**src/floor_pkg.sv**
```systemverilog
// Floor numbering and sweep timing; index zero is the first floor and only eleven floors exist
`default_nettype none

package floor_pkg;

    ////////////////////////////////////////
    // Building geometry
    ////////////////////////////////////////

    // Floors served by the car
    localparam int num_floors = 11;

    // Zero based floor index, codes eleven to fifteen are never used
    typedef logic [3:0] floor_t;

    // One lamp or request bit per floor, bit zero is the first floor
    typedef logic [num_floors-1:0] floor_mask_t;

    ////////////////////////////////////////
    // Sweep control
    ////////////////////////////////////////

    // Idle cycles with nothing found in the current direction before
    // the sweep turns around
    localparam int sweep_wait_cycles = 11;

endpackage

`default_nettype wire

```
**src/car_pkg.sv**
```systemverilog
// Button, car status and motion command bundles; the motion machine must accept every activate pulse
`default_nettype none

package car_pkg;

    ////////////////////////////////////////
    // Inputs from the buttons
    ////////////////////////////////////////

    // Buttons are active high while pressed
    typedef struct packed {
        floor_pkg::floor_mask_t call;
        floor_pkg::floor_mask_t panel;
        logic                   door_open;
        logic                   door_close;
        logic                   emergency;
        logic                   power;
    } button_in_t;

    // Reported by the motion machine
    typedef struct packed {
        floor_pkg::floor_t floor;
        logic              moving;
    } car_status_t;

    ////////////////////////////////////////
    // Command to the motion machine
    ////////////////////////////////////////

    // direction is one for up, activate is a single cycle pulse
    typedef struct packed {
        floor_pkg::floor_t target;
        logic              direction;
        logic              activate;
    } car_cmd_t;

endpackage

`default_nettype wire

```
**src/request_latch.sv**
```systemverilog
// Latches every pressed floor in one cycle; presses at the car floor and with power off or emergency are dropped
`default_nettype none
`timescale 1ns/1ps

module request_latch (
    input  wire logic                   clock,
    input  wire logic                   reset_n,
    input  wire car_pkg::button_in_t    buttons,
    input  wire car_pkg::car_status_t   status,
    output floor_pkg::floor_mask_t      call_lights,
    output floor_pkg::floor_mask_t      panel_lights
);

    floor_pkg::floor_mask_t here;
    floor_pkg::floor_mask_t arrive;
    floor_pkg::floor_mask_t press_call;
    floor_pkg::floor_mask_t press_panel;
    logic                   accept;

    // One hot mask of the floor the car is at
    always_comb begin
        here = '0;
        for (int i = 0; i < floor_pkg::num_floors; i++) begin
            here[i] = (int'(status.floor) == i);
        end
    end

    assign accept = buttons.power && !buttons.emergency;

    // Presses at the car floor never light
    assign press_call  = buttons.call & ~here & {floor_pkg::num_floors{accept}};
    assign press_panel = buttons.panel & ~here & {floor_pkg::num_floors{accept}};

    // Standing at a floor serves both of its lamps
    assign arrive = here & {floor_pkg::num_floors{!status.moving}};

    ////////////////////////////////////////
    // Lamp registers
    ////////////////////////////////////////

    always_ff @(posedge clock or negedge reset_n) begin
        if (!reset_n) begin
            call_lights  <= '0;
            panel_lights <= '0;
        end else begin
            call_lights  <= (call_lights | press_call) & ~arrive;
            panel_lights <= (panel_lights | press_panel) & ~arrive;
        end
    end

endmodule

`default_nettype wire

```
**src/floor_scan.sv**
```systemverilog
// Nearest pending floor strictly above (up) or below (down) the car, result one cycle after the lamps
`default_nettype none
`timescale 1ns/1ps

module floor_scan (
    input  wire logic                   clock,
    input  wire logic                   reset_n,
    input  wire floor_pkg::floor_mask_t call_lights,
    input  wire floor_pkg::floor_mask_t panel_lights,
    input  wire floor_pkg::floor_t      floor,
    input  wire logic                   direction,
    output logic                        found,
    output floor_pkg::floor_t           found_floor
);

    floor_pkg::floor_mask_t pending;
    logic                   pick_found;
    floor_pkg::floor_t      pick_floor;

    assign pending = call_lights | panel_lights;

    // Walk away from the car so the last hit is the nearest one
    always_comb begin
        pick_found = 1'b0;
        pick_floor = '0;
        if (direction) begin
            for (int i = floor_pkg::num_floors - 1; i >= 0; i--) begin
                if (pending[i] && (i > int'(floor))) begin
                    pick_found = 1'b1;
                    pick_floor = floor_pkg::floor_t'(i);
                end
            end
        end else begin
            for (int i = 0; i < floor_pkg::num_floors; i++) begin
                if (pending[i] && (i < int'(floor))) begin
                    pick_found = 1'b1;
                    pick_floor = floor_pkg::floor_t'(i);
                end
            end
        end
    end

    always_ff @(posedge clock or negedge reset_n) begin
        if (!reset_n) begin
            found <= 1'b0;
        end else begin
            found <= pick_found;
        end
    end

    // Only meaningful while found is high
    always_ff @(posedge clock) begin
        found_floor <= pick_floor;
    end

endmodule

`default_nettype wire

```
**src/sweep_timer.sv**
```systemverilog
// Counts consecutive enabled cycles; any low count_enable cycle restarts the wait from zero
`default_nettype none
`timescale 1ns/1ps

module sweep_timer (
    input  wire logic clock,
    input  wire logic reset_n,
    input  wire logic count_enable,
    output logic      expire
);

    logic [$clog2(floor_pkg::sweep_wait_cycles)-1:0] count;
    logic                                            at_limit;

    // True on the last enabled cycle of the wait
    assign at_limit = (count == $bits(count)'(floor_pkg::sweep_wait_cycles - 1));

    always_ff @(posedge clock or negedge reset_n) begin
        if (!reset_n) begin
            count  <= '0;
            expire <= 1'b0;
        end else if (!count_enable) begin
            count  <= '0;
            expire <= 1'b0;
        end else if (at_limit) begin
            count  <= '0;
            expire <= 1'b1;
        end else begin
            count  <= count + 1'b1;
            expire <= 1'b0;
        end
    end

endmodule

`default_nettype wire

```
**src/dispatch_fsm.sv**
```systemverilog
// Dispatches only from a standstill with power on and no emergency; travel ends when the car stops at the target
`default_nettype none
`timescale 1ns/1ps

module dispatch_fsm (
    input  wire logic                 clock,
    input  wire logic                 reset_n,
    input  wire car_pkg::button_in_t  buttons,
    input  wire car_pkg::car_status_t status,
    input  wire logic                 found,
    input  wire floor_pkg::floor_t    found_floor,
    input  wire logic                 expire,
    output logic                      count_enable,
    output car_pkg::car_cmd_t         cmd,
    output logic                      door_open_allowed,
    output logic                      door_close_allowed
);

    typedef enum logic [1:0] {
        IDLE,
        DISPATCH,
        TRAVEL
    } state_t;

    state_t            state;
    floor_pkg::floor_t target;
    logic              direction;
    logic              go;
    logic              arrived;
    logic              door_open_q;
    logic              door_close_q;
    logic              stopped_on;

    ////////////////////////////////////////
    // Dispatch control
    ////////////////////////////////////////

    assign go = (state == IDLE) && found && !status.moving && buttons.power
                && !buttons.emergency && (found_floor != status.floor);

    assign arrived = !status.moving && (status.floor == target);

    // Idle time is only counted while the scan comes back empty
    assign count_enable = (state == IDLE) && !found;

    always_ff @(posedge clock or negedge reset_n) begin
        if (!reset_n) begin
            state  <= IDLE;
            target <= '0;
        end else begin
            case (state)
                IDLE: begin
                    if (go) begin
                        target <= found_floor;
                        state  <= DISPATCH;
                    end
                end
                DISPATCH: state <= TRAVEL;
                TRAVEL: begin
                    if (arrived) begin
                        state <= IDLE;
                    end
                end
                default: state <= IDLE;
            endcase
        end
    end

    // Sweep turns around when the idle wait runs out
    always_ff @(posedge clock or negedge reset_n) begin
        if (!reset_n) begin
            direction <= 1'b1;
        end else if (expire) begin
            direction <= ~direction;
        end
    end

    assign cmd = '{target: target, direction: direction, activate: (state == DISPATCH)};

    ////////////////////////////////////////
    // Door permission
    ////////////////////////////////////////

    assign stopped_on = !status.moving && buttons.power;

    always_ff @(posedge clock or negedge reset_n) begin
        if (!reset_n) begin
            door_open_q  <= 1'b0;
            door_close_q <= 1'b0;
        end else begin
            door_open_q  <= buttons.door_open && stopped_on;
            door_close_q <= buttons.door_close && stopped_on;
        end
    end

    // Drop at once if the car starts or power fails
    assign door_open_allowed  = door_open_q && stopped_on;
    assign door_close_allowed = door_close_q && stopped_on;

endmodule

`default_nettype wire

```
**src/floor_logic_top.sv**
```systemverilog
// Request controller beside the motion FSM; activate follows a press by three cycles, no back-pressure
`default_nettype none
`timescale 1ns/1ps

module floor_logic_top (
    input  wire logic                 clock,
    input  wire logic                 reset_n,
    input  wire car_pkg::button_in_t  buttons,
    input  wire car_pkg::car_status_t status,
    output car_pkg::car_cmd_t         cmd,
    output floor_pkg::floor_mask_t    call_lights,
    output floor_pkg::floor_mask_t    panel_lights,
    output logic                      door_open_allowed,
    output logic                      door_close_allowed
);

    logic              found;
    floor_pkg::floor_t found_floor;
    logic              count_enable;
    logic              expire;

    request_latch u_request_latch (
        .clock        (clock),
        .reset_n      (reset_n),
        .buttons      (buttons),
        .status       (status),
        .call_lights  (call_lights),
        .panel_lights (panel_lights)
    );

    // Scan follows the sweep direction held by the FSM
    floor_scan u_floor_scan (
        .clock        (clock),
        .reset_n      (reset_n),
        .call_lights  (call_lights),
        .panel_lights (panel_lights),
        .floor        (status.floor),
        .direction    (cmd.direction),
        .found        (found),
        .found_floor  (found_floor)
    );

    sweep_timer u_sweep_timer (
        .clock        (clock),
        .reset_n      (reset_n),
        .count_enable (count_enable),
        .expire       (expire)
    );

    dispatch_fsm u_dispatch_fsm (
        .clock              (clock),
        .reset_n            (reset_n),
        .buttons            (buttons),
        .status             (status),
        .found              (found),
        .found_floor        (found_floor),
        .expire             (expire),
        .count_enable       (count_enable),
        .cmd                (cmd),
        .door_open_allowed  (door_open_allowed),
        .door_close_allowed (door_close_allowed)
    );

endmodule

`default_nettype wire

```
**config.mk**
```make
export PLATFORM = sky130hd
export DESIGN_NAME = floor_logic_top
export DESIGN_NICKNAME = d
export VERILOG_FILES = /design/src/floor_pkg.sv /design/src/car_pkg.sv /design/src/request_latch.sv /design/src/floor_scan.sv /design/src/sweep_timer.sv /design/src/dispatch_fsm.sv /design/src/floor_logic_top.sv
export SDC_FILE = /design/constraint.sdc
export NUM_CORES = 1
export LEC_CHECK = 0
export BUFFER_PORTS_ARGS = -buffer_cell sky130_fd_sc_hd__buf_2
export CELL_PAD_IN_SITES_DETAIL_PLACEMENT = 0
export CELL_PAD_IN_SITES_GLOBAL_PLACEMENT = 2
export CORE_ASPECT_RATIO = 0.5
export CORE_MARGIN = 3
export CORE_UTILIZATION = 30
export CTS_BUF_LIST = sky130_fd_sc_hd__clkbuf_8
export CTS_CLUSTER_SIZE = 30
export DETAILED_ROUTE_END_ITERATION = 12
export GPL_TIMING_DRIVEN = 1
export PLACE_DENSITY = 0.77
export SETUP_SLACK_MARGIN = 0.02
export SYNTH_ARGS = -nofsm -noshare
export SYNTH_HDL_FRONTEND = slang
export SYNTH_HIERARCHICAL = 1
export SYNTH_SLANG_ARGS = --single-unit
```
**constraint.sdc**
```tcl
create_clock -name clock -period 1.3 [get_ports clock]
set_input_delay 0.065 -clock clock [delete_from_list [all_inputs] [get_ports clock]]
set_output_delay 0.065 -clock clock [all_outputs]
set_load 0.1 [all_outputs]
```
---- Word level (Yosys, flattened, before mapping) ----
Index checks and enable logic that the tools add are counted.
operators by class
  $add $sub $neg .......................... 1
  eq/ne operators ......................... 17
  $lt $le $gt $ge ......................... 21
  bitwise operators ....................... 13
  mux-type cells .......................... 50
  reduce and logical (&&, ||, !) cells .... 41
operators by type and width
  operator                                                                        count
  11-bit bitwise AND                                                              7
  4-bit 2-to-1 mux                                                                16
  1-bit logical AND                                                               34
  11-bit OR                                                                       3
  4-bit equality test, second input constant                                      8
  1-bit 2-to-1 mux                                                                25
  11-bit NOT                                                                      2
  3-bit by 4-bit greater-than comparator with 1-bit output, first input constant  4
  3-bit by 4-bit less-than comparator with 1-bit output, first input constant     4
  4-bit greater-than comparator, first input constant                             3
  4-bit less-than comparator, first input constant                                3
  3-bit 2-to-1 mux                                                                4
  4-bit by 3-bit equality test with 1-bit output, second input constant           2
  2-bit by 4-bit greater-than comparator with 1-bit output, first input constant  2
  1-bit by 4-bit less-than comparator with 1-bit output, first input constant     2
  2-bit by 4-bit less-than comparator with 1-bit output, first input constant     2
  2-bit 2-to-1 mux                                                                4
  2-bit one-hot mux with 3 select lines                                           1
  4-bit by 1-bit adder with 4-bit output, second input constant                   1
  4-bit by 2-bit equality test with 1-bit output, second input constant           1
  4-bit equality test                                                             1
  1-bit by 4-bit greater-than comparator with 1-bit output, first input constant  1
  4-bit zero test                                                                 1
  2-bit by 1-bit inequality test with 1-bit output, second input constant         2
  other kinds (7)                                                                 10
storage, ports and cells
  flip-flop bits (word level) ............. 41
  bits of input ports ..................... 33
  output and inout port bits .............. 30

---- Depth between registers and ports, before layout ----
  depth in word-level cells ............... 14
  gate-level depth with buffers ........... 7

---- Modules after synthesis ----
The synthesis kept the hierarchy.
modules (own cells, without submodules)
  module         instances  area each (um2)  sequential area each (um2)  cells each
  request_latch  1          927.1            550.5                       77
  floor_scan     1          674.4            105.1                       86
  dispatch_fsm   1          483.0            226.5                       41
  sweep_timer    1          232.7            125.1                       21

---- Least setup slack after synthesis ----
Ideal clock, no wire load.
  path type ............................... register -> register
  start ................................... register u_dispatch_fsm.state[0]
  end ..................................... register u_dispatch_fsm.state[1]
  buffers on the path ..................... 0
  period minus slack after synthesis ...... 2079 ps
  slack ................................... -779 ps
  cell stages (with the launch flop) ...... 3
  arrival time ............................ 2007 ps
  cell sequence ........................... dfrtp_1 > nor2b_1 > or2_1
RTL lines
  element                 line                source
  from (decl)             dispatch_fsm.sv:25  state_t state;
  from (signal assigned)  dispatch_fsm.sv:48  state <= IDLE;
  from (signal assigned)  dispatch_fsm.sv:55  state <= DISPATCH;
  from (signal assigned)  dispatch_fsm.sv:58  DISPATCH: state <= TRAVEL;

---- Final worst setup path ----
  start ................................... register u_dispatch_fsm.target[1]
  end ..................................... register u_dispatch_fsm.state[1]
on the way
  word-level cells in the longest chain between the ends .. 4
ends and longest elaborated chain
  element                                                            line                source
  from (decl)                                                        dispatch_fsm.sv:26  floor_pkg::floor_t target;
  from (signal assigned)                                             dispatch_fsm.sv:54  target <= found_floor;
  4-bit equality test                                                dispatch_fsm.sv:41  assign arrived = !status.moving && (status.floor == target);
  1-bit logical AND                                                  dispatch_fsm.sv:41
  2-bit by 1-bit inequality test with 1-bit output (no source line)  --
  2-bit AND reduction (no source line)                               --
No other way between the ends.
A chain may end at the register's enable or synchronous reset.

==> results.cfg <==
[cts]
cts.sinks = 41
clockBufferDepth = 2
tritoncts = done
clk_pin_slew_ns = 0.08
root_buffer = clkbuf_8
clock_latency_ns = 0.31
numCtsBuffers = 5
htree_levels = 2

[run_status]
outcome = complete, but fails checks
violations = setup timing

[sta]
setup_viol = 10
hold_viol_final = 0
post-route-period-util = 1.13
totalNegativeSetupSlack_ns = -1.25
slew_viol_final = 0
grt_setup_unrepaired = true
post-route-min-period_ns = 1.47
relSlewSlack = 0.628
fin_ws_ns = -0.170
finClkSkew_ns = 0.00794
fmaxAchievable_mhz = 680
tightest_slew_ns = 0.558

[yosys]
yosys_warnings = 6
synth_edf_count = 0
ys.flop_type = dfrtp_1
synth_area_sq_um = 2320
ys_ff_latch = 41
syn_nets = 260
async_reset_ff_frac = 0.902
synthDistinctLibCells = 64
postSynthCellCount = 225
ys_seq_area_frac = 0.435
synth_area_per_cell_sq_um = 10.3

[critical_path]
slowest_delay_ns = 0.48
crit_required_ns = 1.50
setup.worst_path.start_class = flop
end_kind = flop
cpLargestDelayFamily = flip-flops
r2r_slack_ns = -0.17
crit_fanout = 2
cp_num_buf_inv = 0
cp_slowest_cell = dfrtp_4
worstRegToRegCells = 4
crit_cells = 4
worstSetupPathType = reg2reg
timing.rr.end = u_dispatch_fsm/state[1]
cp_cell_sequence = and2b_1 > a2111oi_4 > a311oi_1 > or2_1
critPathArrivalTime_ns = 1.67
r2r_start = u_dispatch_fsm/target[1]

[pwr]
p_per_area_nw_per_um2 = 1460
seqPwrFrac = 0.304
power_switching_w = 0.00261
swShare = 0.447
intPower_w = 0.00323
pwr-share-clk = 0.187
p_leak_nw = 1.74
irDropWorstVdd_mv = 0.566
combPwrFrac = 0.509

[floorplan]
num_rows = 21
start_util = 0.328
dieArea_sq_um = 8880
io_pins = 63
coreArea_sq_um = 7070
die_w_um = 130
die_h_um = 68.1

[global_route]
overflow = 0
grt_pass1_wl_mm = 12.3
antenna_found_initial = 0
grt_pass1_vias = 2357
grt_max_degree = 38
gr-usage-all-layers = 0.183

[min_path]
min_path_cells = 2
min_from = buttons[13]
min_path_type = in2reg
worstHoldEndpoint = u_request_latch/panel_lights[9]

[final_layout]
drive_above_1_share = 0.546
nFillCells = 597
num_antenna_cells = 0
syn2layout_area_growth_pct = 72.7
nets = 406

[routing]
drc = 0
drt_wl_total_mm = 7.64
avgRoutedWirePerCell_um = 16.5
drtIter0Drc = 112
drt-pass1-iter-count = 4
via_count = 2351
viasPerCell = 5.07
ant_nets = 0

[placed_design]
dp_slack_ns = -0.204
gp_congestion = 0.787
portBuffers = 62
dpl.hpwl_mm = 5.54

[job]
cap_violations = 0
cells by family (layout without fill, tap and decap cells):
kind of cell | Yosys count | count (layout) | synth area share
compound gates | 79 | 79 | 0.275
simple gates | 78 | 78 | 0.195
flops | 41 | 41 | 0.435
buf+inv | 14 | 161 | 0.0378
xor+xnor | 6 | 6 | 0.0227
mux | 5 | 5 | 0.0238
fa+ha+maj | 2 | 2 | 0.0108
routing by layer:
| metal | GRT usage | wire length [um] |
|---|---|---|
| met5 | 0 | 0 |
| met4 | 0.0453 | 89 |
| met3 | 0.0405 | 364 |
| met2 | 0.295 | 3510 |
| met1 | 0.253 | 3680 |
power groups by stage:
stage               Combinational (W)  Sequential, W  Clock (W)
finish                        0.00297        0.00178    0.00109
global route                  0.00310        0.00181    0.00118
CTS                           0.00290        0.00176    0.00112
detailed placement            0.00276        0.00176          0
global placement              0.00274        0.00175          0
floorplan                    0.000553        0.00299          0
layout make-up:
| cell class | instances | area [sq um] | area share |
|---|---|---|---|
| flip-flops and latches | 41 | 1070 | 0.268 |
| multi-input cells | 170 | 1380 | 0.345 |
| well taps | 92 | 115 | 0.0288 |
| clock buffers | 6 | 82.6 | 0.0206 |
| repair buffers | 146 | 1290 | 0.323 |
| clock inverters | 2 | 33.8 | 0.00844 |
| inverters | 7 | 26.3 | 0.00657 |
worst register-to-register path, delay by kind of cell, from the launching register on:
kind	cells	cell delay, ns
DFF	1	0.48
and+or+nand+nor	2	0.43
AOI/OAI and AO/OA	2	0.45
sequential cells by signal, indices dropped and copies added (netlist names):
signal and count:
u_dispatch_fsm/direction 1, u_dispatch_fsm/door_close_q 1, u_dispatch_fsm/door_open_q 1, u_dispatch_fsm/state 2, u_dispatch_fsm/target 4, u_floor_scan/found 1, u_floor_scan/found_floor 4, u_request_latch/call_lights 11
u_request_latch/panel_lights 11, u_sweep_timer/count 4, u_sweep_timer/expire 1
cells in the mapped netlist, drive strengths merged, types with 5 or more instances:
| cell | n | share of area |
|---|---|---|
| dfrtp | 36 | 0.39 |
| a22o | 22 | 0.083 |
| nor2 | 20 | 0.032 |
| a21oi | 16 | 0.036 |
| nand2 | 15 | 0.024 |
| nor3 | 9 | 0.026 |
| o21ai | 9 | 0.019 |
| inv | 7 | 0.011 |
| buf | 6 | 0.025 |
| nor2b | 5 | 0.015 |
| nor3b | 5 | 0.021 |
| o22ai | 5 | 0.013 |
| xor2 | 5 | 0.019 |
cell usage in the layout, fill, tap and decap left out, drive strengths merged, types with 8 or more instances in the layout:
master / count
buf: 120
dfrtp: 36
dlygate4sd3: 24
a22o: 22
nor2: 20
a21oi: 16
nand2: 15
o21ai: 9
nor3: 9
inv: 8
clkbuf: 8
how the worst max path moves through the flow:
stage | startpoint | endpoint | slack (ns)
after floorplan | u_request_latch/call_lights[9] | u_floor_scan/found | -0.23
after global placement | status[2] | u_floor_scan/found_floor[1] | -0.20
after detailed placement | status[3] | u_dispatch_fsm/target[3] | -0.20
after CTS | u_request_latch/panel_lights[8] | u_floor_scan/found | -0.16
after global routing | u_request_latch/panel_lights[9] | u_floor_scan/found_floor[1] | -0.25
final | u_dispatch_fsm/target[1] | u_dispatch_fsm/state[1] | -0.17
through the flow:
step                total power (W)  instances  utilization  hold slack (ns)  instance area (sq um)
floorplan                   0.00354        225            -           -0.231                   2430
global placement            0.00449        428        0.492           0.0463                   3480
detailed placement          0.00453        428        0.492           0.0493                   3480
CTS                         0.00578        461        0.553          0.00866                   3910
global route                0.00609        464        0.566           0.0138                   4000
finish                      0.00583        464        0.566           0.0273                   4000
what timing repair did:
action	CTS	global route
hold buffers	24	0
setup buffers	1	3
hold endpoints to repair	60	0
pin swaps	8	1
resized for setup	18	15
endpoints found under the setup margin	14	15
(Power assumes the default switching activity.)
